--- src/include/weight_consts.svh ---
//==============================
// Weight distributor constants
// Lane count, data and address widths,
// prefetch queue depth
//==============================
`ifndef WEIGHT_CONSTS_SVH
`define WEIGHT_CONSTS_SVH

// Lanes per block, one flag bit each
`define LANES 8
// One compressed weight
`define DATA_WIDTH 8
// Holds 0 to LANES
`define COUNT_WIDTH 4

// Buffer address widths
`define FLAG_ADDR_WIDTH 6
`define WEI_ADDR_WIDTH 9

`define WEI_QUEUE_DEPTH 4

`endif

--- src/design/weightPkg.sv ---
//==============================
// Weight distributor types
// Scatter FSM states and lane vectors
//==============================
`default_nettype none
`include "weight_consts.svh"

package weightPkg;

    // Scatter FSM
    typedef enum logic [1:0] {
        IDLE,
        WAITFLAGS,
        SCAN
    } scatterState;

    typedef logic [`DATA_WIDTH-1:0] weightT;
    // Lane 0 in the low bits
    typedef weightT [`LANES-1:0] denseBlockT;
    typedef logic [`LANES-1:0] flagWordT;

endpackage

`default_nettype wire

--- src/design/flagFetch.sv ---
//==============================
// Flag fetch
// Reads one bitmap per fetch pulse from the
// flag buffer, registers it with its popcount
// and pulses flagValid
//==============================
`timescale 1ns/1ps
`default_nettype none
`include "weight_consts.svh"

module flagFetch (
    input  wire logic                         clk,
    input  wire logic                         rst_n,
    input  wire logic                         fetch,
    output logic                              flagRdEn,
    output logic [`FLAG_ADDR_WIDTH-1:0]       flagRdAddr,
    input  wire weightPkg::flagWordT          flagRdData,
    output weightPkg::flagWordT               flags,
    output logic [`COUNT_WIDTH-1:0]           flagCount,
    output logic                              flagValid
);

    // Fetch delayed one cycle, marks returning data
    logic fetchD;

    // Number of set bits in one bitmap
    function automatic logic [`COUNT_WIDTH-1:0] popCount(input weightPkg::flagWordT bits);
        logic [`COUNT_WIDTH-1:0] sum;
        sum = '0;
        for (int i = 0; i < `LANES; i++) begin
            sum = sum + {{(`COUNT_WIDTH-1){1'b0}}, bits[i]};
        end
        return sum;
    endfunction

    //==============================
    // Read side
    //==============================

    // Read straight on the fetch pulse
    assign flagRdEn = fetch;

    // Address wraps, no rewind
    always_ff @(posedge clk or negedge rst_n) begin
        if (!rst_n) begin
            flagRdAddr <= '0;
        end else if (fetch) begin
            flagRdAddr <= flagRdAddr + 1'b1;
        end
    end

    //==============================
    // Capture side
    //==============================

    always_ff @(posedge clk or negedge rst_n) begin
        if (!rst_n) begin
            fetchD    <= 1'b0;
            flagValid <= 1'b0;
        end else begin
            fetchD    <= fetch;
            // Data stable in the cycle after the read
            flagValid <= fetchD;
        end
    end

    // Bitmap and count captured together, single stage
    always_ff @(posedge clk) begin
        if (fetchD) begin
            flags     <= flagRdData;
            flagCount <= popCount(flagRdData);
        end
    end

endmodule

`default_nettype wire

--- src/design/weightFetch.sv ---
//==============================
// Weight prefetch queue
// Reads compressed weights ahead into a small
// circular queue, serves pops to the scatter
// Occupancy counts the read in flight
//==============================
`timescale 1ns/1ps
`default_nettype none
`include "weight_consts.svh"

module weightFetch (
    input  wire logic                       clk,
    input  wire logic                       rst_n,
    output logic                            weiRdEn,
    output logic [`WEI_ADDR_WIDTH-1:0]      weiRdAddr,
    input  wire weightPkg::weightT          weiRdData,
    input  wire logic                       queuePop,
    output weightPkg::weightT               queueData,
    output logic                            queueEmpty
);

    localparam int ptrWidth = $clog2(`WEI_QUEUE_DEPTH);
    localparam int occWidth = ptrWidth + 1;

    // Queue storage
    weightPkg::weightT queueMem [`WEI_QUEUE_DEPTH];

    // Pointers carry one wrap bit
    logic [ptrWidth:0]    wrPtr;
    logic [ptrWidth:0]    rdPtr;
    // Stored entries plus read in flight
    logic [occWidth-1:0]  occupancy;
    logic [occWidth-1:0]  occNext;
    // Read issued last cycle, data on the bus now
    logic                 rdPending;

    //==============================
    // Read issue
    //==============================

    // Occupancy after this edge
    assign occNext = occupancy + occWidth'(weiRdEn) - occWidth'(queuePop);

    // Registered enable, equals occupancy < depth in its own cycle
    always_ff @(posedge clk or negedge rst_n) begin
        if (!rst_n) begin
            weiRdEn   <= 1'b0;
            occupancy <= '0;
            rdPending <= 1'b0;
        end else begin
            weiRdEn   <= (occNext < occWidth'(`WEI_QUEUE_DEPTH));
            occupancy <= occNext;
            rdPending <= weiRdEn;
        end
    end

    // Address wraps through the stream
    always_ff @(posedge clk or negedge rst_n) begin
        if (!rst_n) begin
            weiRdAddr <= '0;
        end else if (weiRdEn) begin
            weiRdAddr <= weiRdAddr + 1'b1;
        end
    end

    //==============================
    // Queue
    //==============================

    always_ff @(posedge clk or negedge rst_n) begin
        if (!rst_n) begin
            wrPtr <= '0;
            rdPtr <= '0;
        end else begin
            if (rdPending) begin
                wrPtr <= wrPtr + 1'b1;
            end
            if (queuePop) begin
                rdPtr <= rdPtr + 1'b1;
            end
        end
    end

    // Returning data lands one cycle after its read
    always_ff @(posedge clk) begin
        if (rdPending) begin
            queueMem[wrPtr[ptrWidth-1:0]] <= weiRdData;
        end
    end

    // Head of queue, valid before the pop
    assign queueData  = queueMem[rdPtr[ptrWidth-1:0]];
    assign queueEmpty = (wrPtr == rdPtr);

    //==============================
    // Checks
    //==============================

    // Scatter only pops a stored weight
    assert property (@(posedge clk) disable iff (!rst_n) queuePop |-> !queueEmpty)
        else $error("weight queue popped while empty");

    // Reads stop once the queue plus in-flight read is full
    assert property (@(posedge clk) disable iff (!rst_n)
        occupancy <= occWidth'(`WEI_QUEUE_DEPTH))
        else $error("weight queue occupancy above depth");

endmodule

`default_nettype wire

--- src/design/weightScatter.sv ---
//==============================
// Weight scatter
// Expands queued nonzero weights into a dense
// lane vector, one lane per cycle, zero where
// the flag is clear. Drives ready and the result
//==============================
`timescale 1ns/1ps
`default_nettype none
`include "weight_consts.svh"

module weightScatter (
    input  wire logic                       clk,
    input  wire logic                       rst_n,
    input  wire logic                       fetch,
    input  wire weightPkg::flagWordT        flags,
    input  wire logic [`COUNT_WIDTH-1:0]    flagCount,
    input  wire logic                       flagValid,
    input  wire weightPkg::weightT          queueData,
    input  wire logic                       queueEmpty,
    output logic                            queuePop,
    output logic                            ready,
    output logic                            weightsValid,
    output weightPkg::denseBlockT           denseWeights,
    output logic [`COUNT_WIDTH-1:0]         nonZeroCount
);

    localparam int laneIdxWidth = $clog2(`LANES);

    weightPkg::scatterState     state;
    logic [laneIdxWidth-1:0]    laneIdx;

    // Current block bitmap and count
    weightPkg::flagWordT        flagsReg;
    logic [`COUNT_WIDTH-1:0]    countReg;

    // Block under construction
    weightPkg::denseBlockT      work;
    weightPkg::denseBlockT      nextBlock;
    weightPkg::weightT          laneValue;
    logic                       laneSet;
    logic                       laneAdvance;
    logic                       lastLane;

    //==============================
    // Lane datapath
    //==============================

    assign laneSet     = flagsReg[laneIdx];
    assign laneValue   = laneSet ? queueData : '0;
    // Set flag waits for a weight
    assign laneAdvance = (state == weightPkg::SCAN) && (!laneSet || !queueEmpty);
    assign queuePop    = (state == weightPkg::SCAN) && laneSet && !queueEmpty;
    assign lastLane    = (laneIdx == laneIdxWidth'(`LANES - 1));

    // Work block with the current lane filled in
    always_comb begin
        nextBlock          = work;
        nextBlock[laneIdx] = laneValue;
    end

    always_ff @(posedge clk) begin
        if (state == weightPkg::WAITFLAGS && flagValid) begin
            flagsReg <= flags;
            countReg <= flagCount;
        end
        if (laneAdvance) begin
            work <= nextBlock;
        end
    end

    //==============================
    // Control FSM
    //==============================

    always_ff @(posedge clk or negedge rst_n) begin
        if (!rst_n) begin
            state        <= weightPkg::IDLE;
            laneIdx      <= '0;
            ready        <= 1'b1;
            weightsValid <= 1'b0;
            denseWeights <= '0;
            nonZeroCount <= '0;
        end else begin
            weightsValid <= 1'b0;
            // Ready back one cycle after the result
            if (weightsValid) begin
                ready <= 1'b1;
            end
            case (state)
                weightPkg::IDLE: begin
                    if (fetch) begin
                        state <= weightPkg::WAITFLAGS;
                        ready <= 1'b0;
                    end
                end
                weightPkg::WAITFLAGS: begin
                    if (flagValid) begin
                        state   <= weightPkg::SCAN;
                        laneIdx <= '0;
                    end
                end
                weightPkg::SCAN: begin
                    if (laneAdvance) begin
                        laneIdx <= laneIdx + laneIdxWidth'(1);
                        if (lastLane) begin
                            state        <= weightPkg::IDLE;
                            weightsValid <= 1'b1;
                            denseWeights <= nextBlock;
                            nonZeroCount <= countReg;
                        end
                    end
                end
                default: state <= weightPkg::IDLE;
            endcase
        end
    end

    //==============================
    // Checks
    //==============================

    // Fetch only accepted while idle
    assert property (@(posedge clk) disable iff (!rst_n) fetch |-> state == weightPkg::IDLE)
        else $error("fetch outside IDLE");

    // Flag fetch answers only an outstanding request
    assert property (@(posedge clk) disable iff (!rst_n)
        flagValid |-> state == weightPkg::WAITFLAGS)
        else $error("flagValid outside WAITFLAGS");

endmodule

`default_nettype wire

--- src/design/weightDistributor.sv ---
//==============================
// Sparse weight distributor
// Top level: flag fetch, weight prefetch and
// scatter joined to the two buffer ports
//==============================
`timescale 1ns/1ps
`default_nettype none
`include "weight_consts.svh"

module weightDistributor (
    input  wire logic                       clk,
    input  wire logic                       rst_n,
    input  wire logic                       fetch,
    output logic                            ready,
    // Flag buffer
    output logic                            flagRdEn,
    output logic [`FLAG_ADDR_WIDTH-1:0]     flagRdAddr,
    input  wire weightPkg::flagWordT        flagRdData,
    // Weight buffer
    output logic                            weiRdEn,
    output logic [`WEI_ADDR_WIDTH-1:0]      weiRdAddr,
    input  wire weightPkg::weightT          weiRdData,
    // Result
    output logic                            weightsValid,
    output weightPkg::denseBlockT           denseWeights,
    output logic [`COUNT_WIDTH-1:0]         nonZeroCount
);

    // Flag path
    weightPkg::flagWordT        flags;
    logic [`COUNT_WIDTH-1:0]    flagCount;
    logic                       flagValid;

    // Queue path
    weightPkg::weightT          queueData;
    logic                       queueEmpty;
    logic                       queuePop;

    flagFetch flagFetch0 (
        .clk        (clk),
        .rst_n      (rst_n),
        .fetch      (fetch),
        .flagRdEn   (flagRdEn),
        .flagRdAddr (flagRdAddr),
        .flagRdData (flagRdData),
        .flags      (flags),
        .flagCount  (flagCount),
        .flagValid  (flagValid)
    );

    weightFetch weightFetch0 (
        .clk        (clk),
        .rst_n      (rst_n),
        .weiRdEn    (weiRdEn),
        .weiRdAddr  (weiRdAddr),
        .weiRdData  (weiRdData),
        .queuePop   (queuePop),
        .queueData  (queueData),
        .queueEmpty (queueEmpty)
    );

    weightScatter weightScatter0 (
        .clk          (clk),
        .rst_n        (rst_n),
        .fetch        (fetch),
        .flags        (flags),
        .flagCount    (flagCount),
        .flagValid    (flagValid),
        .queueData    (queueData),
        .queueEmpty   (queueEmpty),
        .queuePop     (queuePop),
        .ready        (ready),
        .weightsValid (weightsValid),
        .denseWeights (denseWeights),
        .nonZeroCount (nonZeroCount)
    );

endmodule

`default_nettype wire

--- config.mk ---
export PLATFORM = sky130hd
export DESIGN_NAME = weightDistributor
export DESIGN_NICKNAME = d
export VERILOG_FILES = /design/src/design/weightPkg.sv /design/src/design/flagFetch.sv /design/src/design/weightFetch.sv /design/src/design/weightScatter.sv /design/src/design/weightDistributor.sv
export VERILOG_INCLUDE_DIRS = /design/src /design/src/include
export SDC_FILE = /design/constraint.sdc
export NUM_CORES = 1
export LEC_CHECK = 0
export BUFFER_PORTS_ARGS = -buffer_cell sky130_fd_sc_hd__buf_4
export CAP_MARGIN = 40
export CORE_MARGIN = 8
export CORE_UTILIZATION = 58
export DETAILED_ROUTE_END_ITERATION = 6
export PLACE_DENSITY_LB_ADDON = 0.3
export SYNTH_ARGS = -nofsm -noshare
export SYNTH_HDL_FRONTEND = slang
export SYNTH_SLANG_ARGS = --single-unit
--- constraint.sdc ---
create_clock -name clk -period 3.9 [get_ports clk]
set_input_delay 1.17 -clock clk [delete_from_list [all_inputs] [get_ports clk]]
set_output_delay 1.17 -clock clk [all_outputs]
set_load 0.005 [all_outputs]
======== Word level (Yosys, flattened, before mapping) ========
Memories as Yosys holds them, arrays and structs flattened.
Cells that the tools add are included.
word-level totals
  register bits after elaboration ......... 191
  bits in latches ......................... 0
  memory bits (writable) .................. 32
  ROM bits ................................ 0
  input bits .............................. 19
  output and inout port bits .............. 87
  word-level logic and storage cells ...... 95
  memories kept ........................... 1
cells by class
  $add $sub $neg .......................... 14
  multipliers ............................. 0
  divide/modulo/power cells ............... 0
  $lt $le $gt $ge ......................... 3
  equality and inequality tests ........... 8
  shifts and indexed selects .............. 0
  mux-type cells .......................... 22
  bitwise operators ....................... 0
  reductions and logical operators ........ 13
memory list
  memory                 words  width  rd ports  clocked after memory_dff  write ports  RTL line           text
  weightFetch0.queueMem  4      8      1         0                         1            weightFetch.sv:26  weightPkg::weightT queueMem [`WEI_QUEUE_DEPTH];
operators by type and width
  kind                                                        count
  bitwise mux 64 bit                                          1
  adder 4 x 1 -> 4 bit                                        6
  demux 8 bit (select 3 bit)                                  1
  2-to-1 mux 8 bit                                            2
  adder 3 x 1 -> 3 bit, second input constant                 3
  adder 9 x 1 -> 9 bit, second input constant                 1
  2-to-1 mux 1 bit                                            9
  2-to-1 mux 2 bit                                            4
  adder 6 x 1 -> 6 bit, second input constant                 1
  2-to-1 mux 3 bit                                            2
  one-hot mux 2 bit (3 select lines)                          1
  one-hot mux 3 bit (2 select lines)                          1
  AND reduction 3 bit                                         2
  logical AND 1 bit                                           5
  less-than comparator 3 x 4 -> 1 bit, second input constant  1
  != test 2 x 1 -> 1 bit, second input constant               2
  != test 2 bit, second input constant                        2
  AND reduction 4 bit                                         1
  adder 3 x 1 -> 3 bit                                        1
  binary-select mux 1 bit (select 3 bit)                      1
  == test 3 bit                                               1
  == test 3 bit, second input constant                        1
  >= comparator 3 x 1 -> 1 bit, second input constant         1
  less-than comparator 3 bit, second input constant           1
  other kinds (8)                                             9

======== Logic depth before layout (Yosys ltp) ========
Gate-level depths: netlist (run 1).
  word-level depth ........................ 7
  mapped depth ............................ 13

======== By module ========
A second synthesis (run 1) with hierarchy kept.
unflattened totals
  cell total of the unflattened synthesis .. 673
  area, all modules ....................... 9,183.8 um2
by module, submodules not included
  module         times used  cells an instance  area an instance (um2)  seq. area each (um2)
  weightScatter  1           502                6,242.2                 4,160.2
  weightFetch    1           117                2,094.5                 1,461.4
  flagFetch      1           54                 847.1                   560.5

======== Worst setup path before layout (run 1) ========
OpenSTA, ideal clock, no wires.
  kind .................................... input-to-reg
  start ................................... in flagRdData[0]
  end ..................................... reg flagFetch0.flagCount[1], data pin
  arrival time ............................ 3,277 ps
  path slack .............................. 373 ps
  stages .................................. 7
  path buffers ............................ 0
  cells stage by stage .................... ha_1 inv_1 fa_1 fa_1 fa_1 fa_1 inv_1
on the way
  longest elaborated chain between the ends .. 7
RTL lines
  what                                RTL line                 text
  start, declared                     weightDistributor.sv:18  input wire weightPkg::flagWordT flagRdData,
  adder 1 x 1 -> 2 bit                flagFetch.sv:31          sum = sum + {{(`COUNT_WIDTH-1){1'b0}}, bits[i]};
  adder 4 x 1 -> 4 bit (6 in series)  flagFetch.sv:31
  end signal, assigned                flagFetch.sv:71          flagCount <= popCount(flagRdData);
  end, declared                       flagFetch.sv:19          output logic [`COUNT_WIDTH-1:0] flagCount,
No other way between the ends.
A chain may end at the register's enable or synchronous reset.

======== Final worst setup path (run 1) ========
  start ................................... reg weightScatter0.laneIdx[2]
  end ..................................... reg weightFetch0.occupancy[2]
on the way
  longest elaborated chain between the ends .. 5
RTL lines
  what                                    RTL line                 text
  start, declared                         weightScatter.sv:30      logic [laneIdxWidth-1:0] laneIdx;
  start signal, assigned                  weightScatter.sv:104     laneIdx <= laneIdx + laneIdxWidth'(1);
  binary-select mux 1 bit (select 3 bit)  weightScatter.sv:48      assign laneSet = flagsReg[laneIdx];
  2-to-1 mux 1 bit (not written as such)  weightScatter.sv:48
  logical AND 1 bit (2 in series)         weightScatter.sv:52      assign queuePop = (state == weightPkg::SCAN) && laneSet && !queueEmpty;
  named net queuePop                      weightDistributor.sv:37  logic queuePop;
  subtractor 3 x 1 -> 3 bit               weightFetch.sv:42        assign occNext = occupancy + occWidth'(weiRdEn) - occWidth'(queuePop);
  named net weightFetch0.occNext[2]       weightFetch.sv:33        logic [occWidth-1:0] occNext;
  end signal, assigned                    weightFetch.sv:52        occupancy <= occNext;
  end, declared                           weightFetch.sv:32        logic [occWidth-1:0] occupancy;
The timed path passes the listed nets, and every way through them passes these cells. The select of a mux whose other input is x is not followed.

==> metrics, run 1 <==
Final Wtd Congestion=0.837; final worst slack=508 ps; Sink Count=223; Chip Width=141 um; Overall Global Routing Usage=18.6%; 1st-iter DRT viols=477; Ports=106; Sequential Power Share=44.9%; IR drop worst, VDD=0.000440 V; final worst clock skew=12.6 ps; sequential fraction of the synthesis area=68.2%; fin crit period=3390 ps; Yosys reg bits=223; cts bufs inserted=23; Max clock buf depth=3; Most Used Layer, Global Route=met2; total power draw=8.73 mW; Mapped Area=9060 sq um; pin count of the biggest net entering global routing=62; Net Count, Synth=652; row count=45; Clk Latency, worst-skew pair=500 ps; Worst path most repeated cell=inv_1; vias in the first global route=5666; met2 usage=31.4%; drt wl/cell=19.1 um; CP Launch Type=flip-flop; Sw Share=32.4%; Area growth, synth to finish=19.3%; HP Class=flip-flop to flip-flop; Arr. time, crit path=3770 ps; fillers=1001; Main synth FF type=edfxtp_1; met1 usage=24.0%; period utilization=87.0%; Worst-path clk slew=60 ps; Cell variety after synth=46; H-tree depth=1; status=finished clean; vias per cell=5.71; Pre-Repair DR Iteration Count=6; non-filler cells, final=958; post-DP HPWL=12600 um; first-pass GRT wire length=29800 um; Slew Limit Fails=0; top post-synthesis cells by area=edfxtp_1, dfrtp_1, mux2_2, a22o_1, nand2_1; fin util=70.8%; Cell Chain, Critical Path=mux2i_1 > mux2i_1 > a22o_2 > o211ai_1 > inv_1 > ha_1 > inv_1 > ha_1 > fa_1 > xnor2_1 > xnor2_1 > inv_1; sw power=2.82 mW; layout cells sized above 1=30.3%; global-route congestion overflow total=0; post-CTS sizing=0; fmax=0.295 GHz; Pint=5.90 mW; Die Footprint=19900 sq um; YS warnings=0; met3 Usage GRT=3.68%; postcts setup bufs=0; Slowest Stage Delay on Critical Path=580 ps; most common cell after layout, fill and taps aside=edfxtp_1; CTS root buf=clkbuf_16; Mean Syn Cell Area=14.8 sq um; Synth async-reset ratio=46.2%; placed cell count=917; diode count=0; DP Area=10100 sq um; CTS tree=built; Worst-Margin Slew=976 ps; Post-synth EDFFs=120; Final ANT Viol Nets=0; antenna violations before repair=0; # Max-Cap Violations=0; final instance area=10800 sq um; hold_buf cts=0; Critical Path RT=4280 ps; starting density of the core=59.4%; P_leak=4.66 nW; Final Hold Fails=0; worst hold slack=416 ps; critical path class=flip-flop to flip-flop; RSZ-0062 raised after global routing=no; most frequent cells in the layout=edfxtp_1, buf_4, dfrtp_1, mux2_2, nand2_1; Max-slew headroom=34.5%; Post-Synthesis Cells=614; Yosys top cell by area=edfxtp_1; Core ar.=15300 sq um; Place WS=133 ps; port bufs=105; DRC Markers=0; via count=5469; Post-Route WL=18300 um; pwr/cell area=808 nW/um^2; post-synth top area share=39.8%; Final nets=769; chip height=141 um; clock power share=23.5%; Logic pwr share=31.6%; setup TNS=0 ps; Setup violations, final=0; crit-path max FO=13; CP max-delay cell=dfrtp_1; Setup crit end kind=flip-flop
metal layers:
metal / wire, um / vias to the layer above / share of wire (%)
li1: - / 2462 / -
met1: 7570 / 2761 / 41
met2: 9110 / 207 / 50
met3: 1270 / 39 / 6.9
met4: 381 / 0 / 2.1
met5: 0 / - / 0
final cells by class:
class	count	area [sq um]	share of cell area (%)
Clock buffer	33	633	5.86
Clock inverter	8	78.8	0.729
Inverter	34	128	1.18
Multi-Input combinational cell	335	2640	24.4
Sequential cell	223	6180	57.2
Tap cell	211	264	2.44
Timing Repair Buffer	114	881	8.15
power by group through the flow:
| stage | Clock [mW] | Sequential [mW] | Combinational (mW) |
|---|---|---|---|
| after floorplan | 0 | 3.83 | 1.63 |
| after global placement | 0 | 3.90 | 2.62 |
| after detailed placement | 0 | 3.96 | 2.75 |
| after CTS | 2.09 | 3.92 | 2.78 |
| after global routing | 2.19 | 4.01 | 3.03 |
| final | 2.06 | 3.92 | 2.76 |
cells by family after synthesis:
group	after synthesis	synth area share, %
buffers and inverters	56	2.65
and+or+nand+nor	135	6.74
xor gates and xnor gates	23	2.22
AOI/OAI and AO/OA	74	5.69
adders and majority gates	19	3.04
muxes	84	11.4
DFF	223	68.2
flip-flops by register name, summed over array words and instances, names as in the netlist:
name / flops
weightScatter0.nonZeroCount: 4
weightScatter0.weightsValid: 1
flagFetch0.flagValid: 1
weightScatter0.ready: 1
flagFetch0.flags: 8
weightFetch0.occupancy: 3
weightScatter0.laneIdx: 3
weightScatter0.flagsReg: 8
weightScatter0.denseWeights: 64
flagFetch0.flagRdAddr: 6
weightFetch0.weiRdEn: 1
weightScatter0.countReg: 4
weightFetch0.queueMem: 32
weightScatter0.state: 2
flagFetch0.flagCount: 4
weightScatter0.work: 64
weightFetch0.rdPtr: 3
weightFetch0.wrPtr: 3
weightFetch0.weiRdAddr: 9
flagFetch0.fetchD: 1
weightFetch0.rdPending: 1
path summary, 6_finish.rpt:
kind / slack, ps / endpoint / start / cells after the start
max in group asynchronous: 2510 / weightScatter0.denseWeights[27]$_DFFE_PN0P_ / rst_n / 2
setup / recovery: 510 / weightFetch0.occupancy[2]$_DFF_PN0_ / weightScatter0.laneIdx[2]$_DFFE_PN0P_ / 12
hold / removal: 420 / weightScatter0.flagsReg[4]$_DFFE_PP_ / flagFetch0.flags[4]$_DFFE_PP_ / 0
min in group asynchronous: 670 / flagFetch0.flagRdAddr[4]$_DFFE_PN0P_ / rst_n / 1
hold reg to reg: 420 / weightScatter0.flagsReg[4]$_DFFE_PP_ / flagFetch0.flags[4]$_DFFE_PP_ / 0
setup reg to reg: 510 / weightFetch0.occupancy[2]$_DFF_PN0_ / weightScatter0.laneIdx[2]$_DFFE_PN0P_ / 12
worst max-delay path, delay by kind of cell (launching register included):
kind,cells,cell delay [ps]
compound gates,2,700
mux,2,540
buf+inv,3,190
fa+ha+maj,3,910
flops,1,580
xor+xnor,2,350
cells in the mapped netlist, drive strengths merged, types with 7 or more instances:
cell      n
ha       14
clkbuf    7
dfrtp   102
xor2      7
mux2     73
o21ai    36
nand2    51
buf      15
mux4      8
nand3    19
xnor2    16
nor2     32
edfxtp  120
nor3     11
a22o     25
inv      34
nand4     8
Note: power is estimated with default switching activity, not from simulation.
==> run 2, diff against run 1 <==
ABC_AREA = 1   (was unset)
==> run 2 against run 1 <==
Effect of this change:
- combinational power shrank 33%
- final area up 1.4%
- fmax is 5.1% higher
- final cell count is 27% higher
- synthesized area rose by 1.9%
- synthesized cell count up 43%
- power fell by 15%
- largest power group unchanged
- sequential power shrank 11%
==> metrics, run 2 <==
status=finished clean; Clk Latency, worst-skew pair=500 ps (about the same); row count=46 (+2.2%); YS warnings=0 (unchanged); Synth async-reset ratio=46.2% (unchanged); diode count=0 (unchanged); Mean Syn Cell Area=10.5 sq um (-29%); pwr/cell area=676 nW/um^2 (-16%); DRC Markers=0 (unchanged); Cell Chain, Critical Path=inv_2 > nand3_1 > nand2_1 > nor2_1 > nand2_2 > nand3_1 > inv_1 > ha_1 > inv_1 > ha_1 > fa_1 > xor2_1 > inv_1; Arr. time, crit path=3610 ps (-160 ps); starting density of the core=58.8% (-0.63 points); # Max-Cap Violations=0 (unchanged); post-CTS sizing=0 (unchanged); Logic pwr share=25.0% (-6.6 points); Max clock buf depth=3 (unchanged); IR drop worst, VDD=0.000454 V (+3.2%); layout cells sized above 1=16.7% (-14 points); Area growth, synth to finish=18.7%; hold_buf cts=0 (unchanged); Die Footprint=20200 sq um (+1.7%); Chip Width=142 um (+0.83%); fin util=69.8% (-1.1 points); non-filler cells, final=1219 (+27%); Sink Count=223 (unchanged); drt wl/cell=15.6 um (-19%); via count=6347 (+16%); CP Launch Type=flip-flop; Yosys top cell by area=edfxtp_1; Ports=106 (unchanged); top post-synthesis cells by area=edfxtp_1, dfrtp_1, nand2_1, nand3_1, ha_1; HP Class=flip-flop to flip-flop; Worst-Margin Slew=865 ps (-111 ps); Synth top cells by count=nand2_1, edfxtp_1, dfrtp_1; Post-Route WL=19000 um (+3.5%); Worst path most repeated cell=inv_1; antenna violations before repair=0 (unchanged); final worst clock skew=10.6 ps (-1.95 ps); post-synth top area share=39.0% (-0.74 points); pin count of the biggest net entering global routing=59 (-4.8%); crit-path max FO=35 (+22); Setup violations, final=0 (unchanged); setup TNS=0 ps (unchanged); 1st-iter DRT viols=565 (+18%); placed cell count=1177 (+28%); leading cell type by number of instances after synthesis=nand2_1; most frequent cells in the layout=nand2_1, edfxtp_1, buf_4, dfrtp_1, nand3_1; cts bufs inserted=23 (unchanged); Final Hold Fails=0 (unchanged); Overall Global Routing Usage=19.2% (+0.60 points); Slowest Stage Delay on Critical Path=590 ps (about the same); CP max-delay cell=dfrtp_1; Main synth FF type=edfxtp_1; fmax=0.310 GHz (+5.1%); sw power=2.42 mW (-14%); H-tree depth=1 (unchanged); Max-slew headroom=42.0% (+7.5 points); Core ar.=15700 sq um (+3.0%); vias in the first global route=6352 (+12%); Slew Limit Fails=0 (unchanged); Post-synth EDFFs=120 (unchanged); clock power share=28.1% (+4.6 points); sequential fraction of the synthesis area=67.0% (-1.3 points); Worst-path clk slew=60 ps (about the same); post-DP HPWL=12300 um (-2.3%); Pint=4.99 mW (-16%); Final ANT Viol Nets=0 (unchanged); Pre-Repair DR Iteration Count=5 (-1); Net Count, Synth=915 (+40%); Sequential Power Share=46.9% (+2.0 points); Post-Synthesis Cells=877 (+43%); postcts setup bufs=0 (unchanged); P_leak=5.28 nW (+13%); Setup crit end kind=flip-flop; Mapped Area=9230 sq um (+1.9%); worst hold slack=419 ps (+2.87 ps); vias per cell=5.21 (-8.8%); most common cell after layout, fill and taps aside=nand2_1; RSZ-0062 raised after global routing=no; period utilization=82.7% (-4.2 points); critical path class=flip-flop to flip-flop; Cell variety after synth=27 (-41%); global-route congestion overflow total=0 (unchanged); CTS tree=built; Final nets=1025 (+33%); Critical Path RT=4280 ps (about the same); chip height=142 um (+0.83%); Sw Share=32.7% (+0.31 points); Yosys reg bits=223 (unchanged); Final Wtd Congestion=0.777 (-7.2%); fin crit period=3230 ps (-165 ps); CTS root buf=clkbuf_16; port bufs=105 (unchanged); first-pass GRT wire length=31500 um (+6.0%)
==> run 2: changes by cell type in the layout (fill, tap and decap cells not counted), moves of 9 or more <==
| cell | previous run | this run |
|---|---|---|
| mux2_2 | 63 | 1 |
| nand3_1 | 19 | 75 |
| nand2_1 | 51 | 371 |
| a22o_1 | 24 | 0 |
| inv_1 | 33 | 45 |
| nor3_1 | 11 | 0 |
| mux2_1 | 9 | 0 |
| o21ai_0 | 35 | 20 |
==> run 2: final cells by class <==
cell class	count	area, sq um
Timing Repair Buffer	116	921
Fill cell	1161	4750
Inverter	49	184
Sequential cell	223	6180
Tap cell	216	270
Multi-Input combinational cell	574	2680
Clock buffer	31	646
Clock inverter	10	80.1
==> run 2: power by group through the flow <==
stage / clock [mW] / sequential (mW) / combinational [mW]
finish: 2.08 / 3.47 / 1.85
global route: 2.22 / 3.53 / 2.08
CTS: 2.12 / 3.47 / 1.84
detailed placement: 0 / 3.51 / 1.82
global placement: 0 / 3.49 / 1.72
floorplan: 0 / 3.40 / 1.28
==> run 2: critical path, delay by kind of cell, from the launching register on <==
kind	cells	cell delay (ps)
buffers and inverters	4	370
and+or+nand+nor	5	1080
adders and majority gates	3	860
DFF	1	590
xor gates and xnor gates	1	200
==> run 2: final timing paths <==
kind | endpoint | from | cells after the start | slack [ps]
max in group asynchronous | weightScatter0.laneIdx[0]$_DFFE_PN0P_ | rst_n | 2 | 2490
hold / removal | weightScatter0.flagsReg[6]$_DFFE_PP_ | flagFetch0.flags[6]$_DFFE_PP_ | 0 | 420
setup reg to reg | weightFetch0.occupancy[2]$_DFF_PN0_ | weightScatter0.laneIdx[0]$_DFFE_PN0P_ | 13 | 670
setup / recovery | weightFetch0.occupancy[2]$_DFF_PN0_ | weightScatter0.laneIdx[0]$_DFFE_PN0P_ | 13 | 670
hold reg to reg | weightScatter0.flagsReg[6]$_DFFE_PP_ | flagFetch0.flags[6]$_DFFE_PP_ | 0 | 420
min in group asynchronous | weightScatter0.denseWeights[2]$_DFFE_PN0P_ | rst_n | 1 | 690
==> run 2: routing by layer <==
| metal | vias up | routed length (um) | track usage (%) |
|---|---|---|---|
| li1 | 3080 | - | - |
| met4 | 0 | 314 | 4.86 |
| met2 | 186 | 9000 | 31.3 |
| met1 | 3054 | 8400 | 25.9 |
| met3 | 27 | 1270 | 3.89 |
| met5 | - | 0 | 0 |
==> run 2: through the flow <==
stage                     total power, mW  instance area (sq um)  worst slack, ps
after floorplan                      4.68                   9230              379
after global placement               5.21                  10200              212
after detailed placement             5.33                  10200              181
after CTS                            7.44                  11000              685
after global routing                 7.83                  11000              408
final                                7.41                  11000              673
==> run 2: cells by family after synthesis <==
family	synth area share [%]
and+or+nand+nor	22.1
DFF	67.0
buffers and inverters	4.05
AOI/OAI and AO/OA	1.60
xor gates and xnor gates	2.18
adders and majority gates	2.98
muxes	0.122
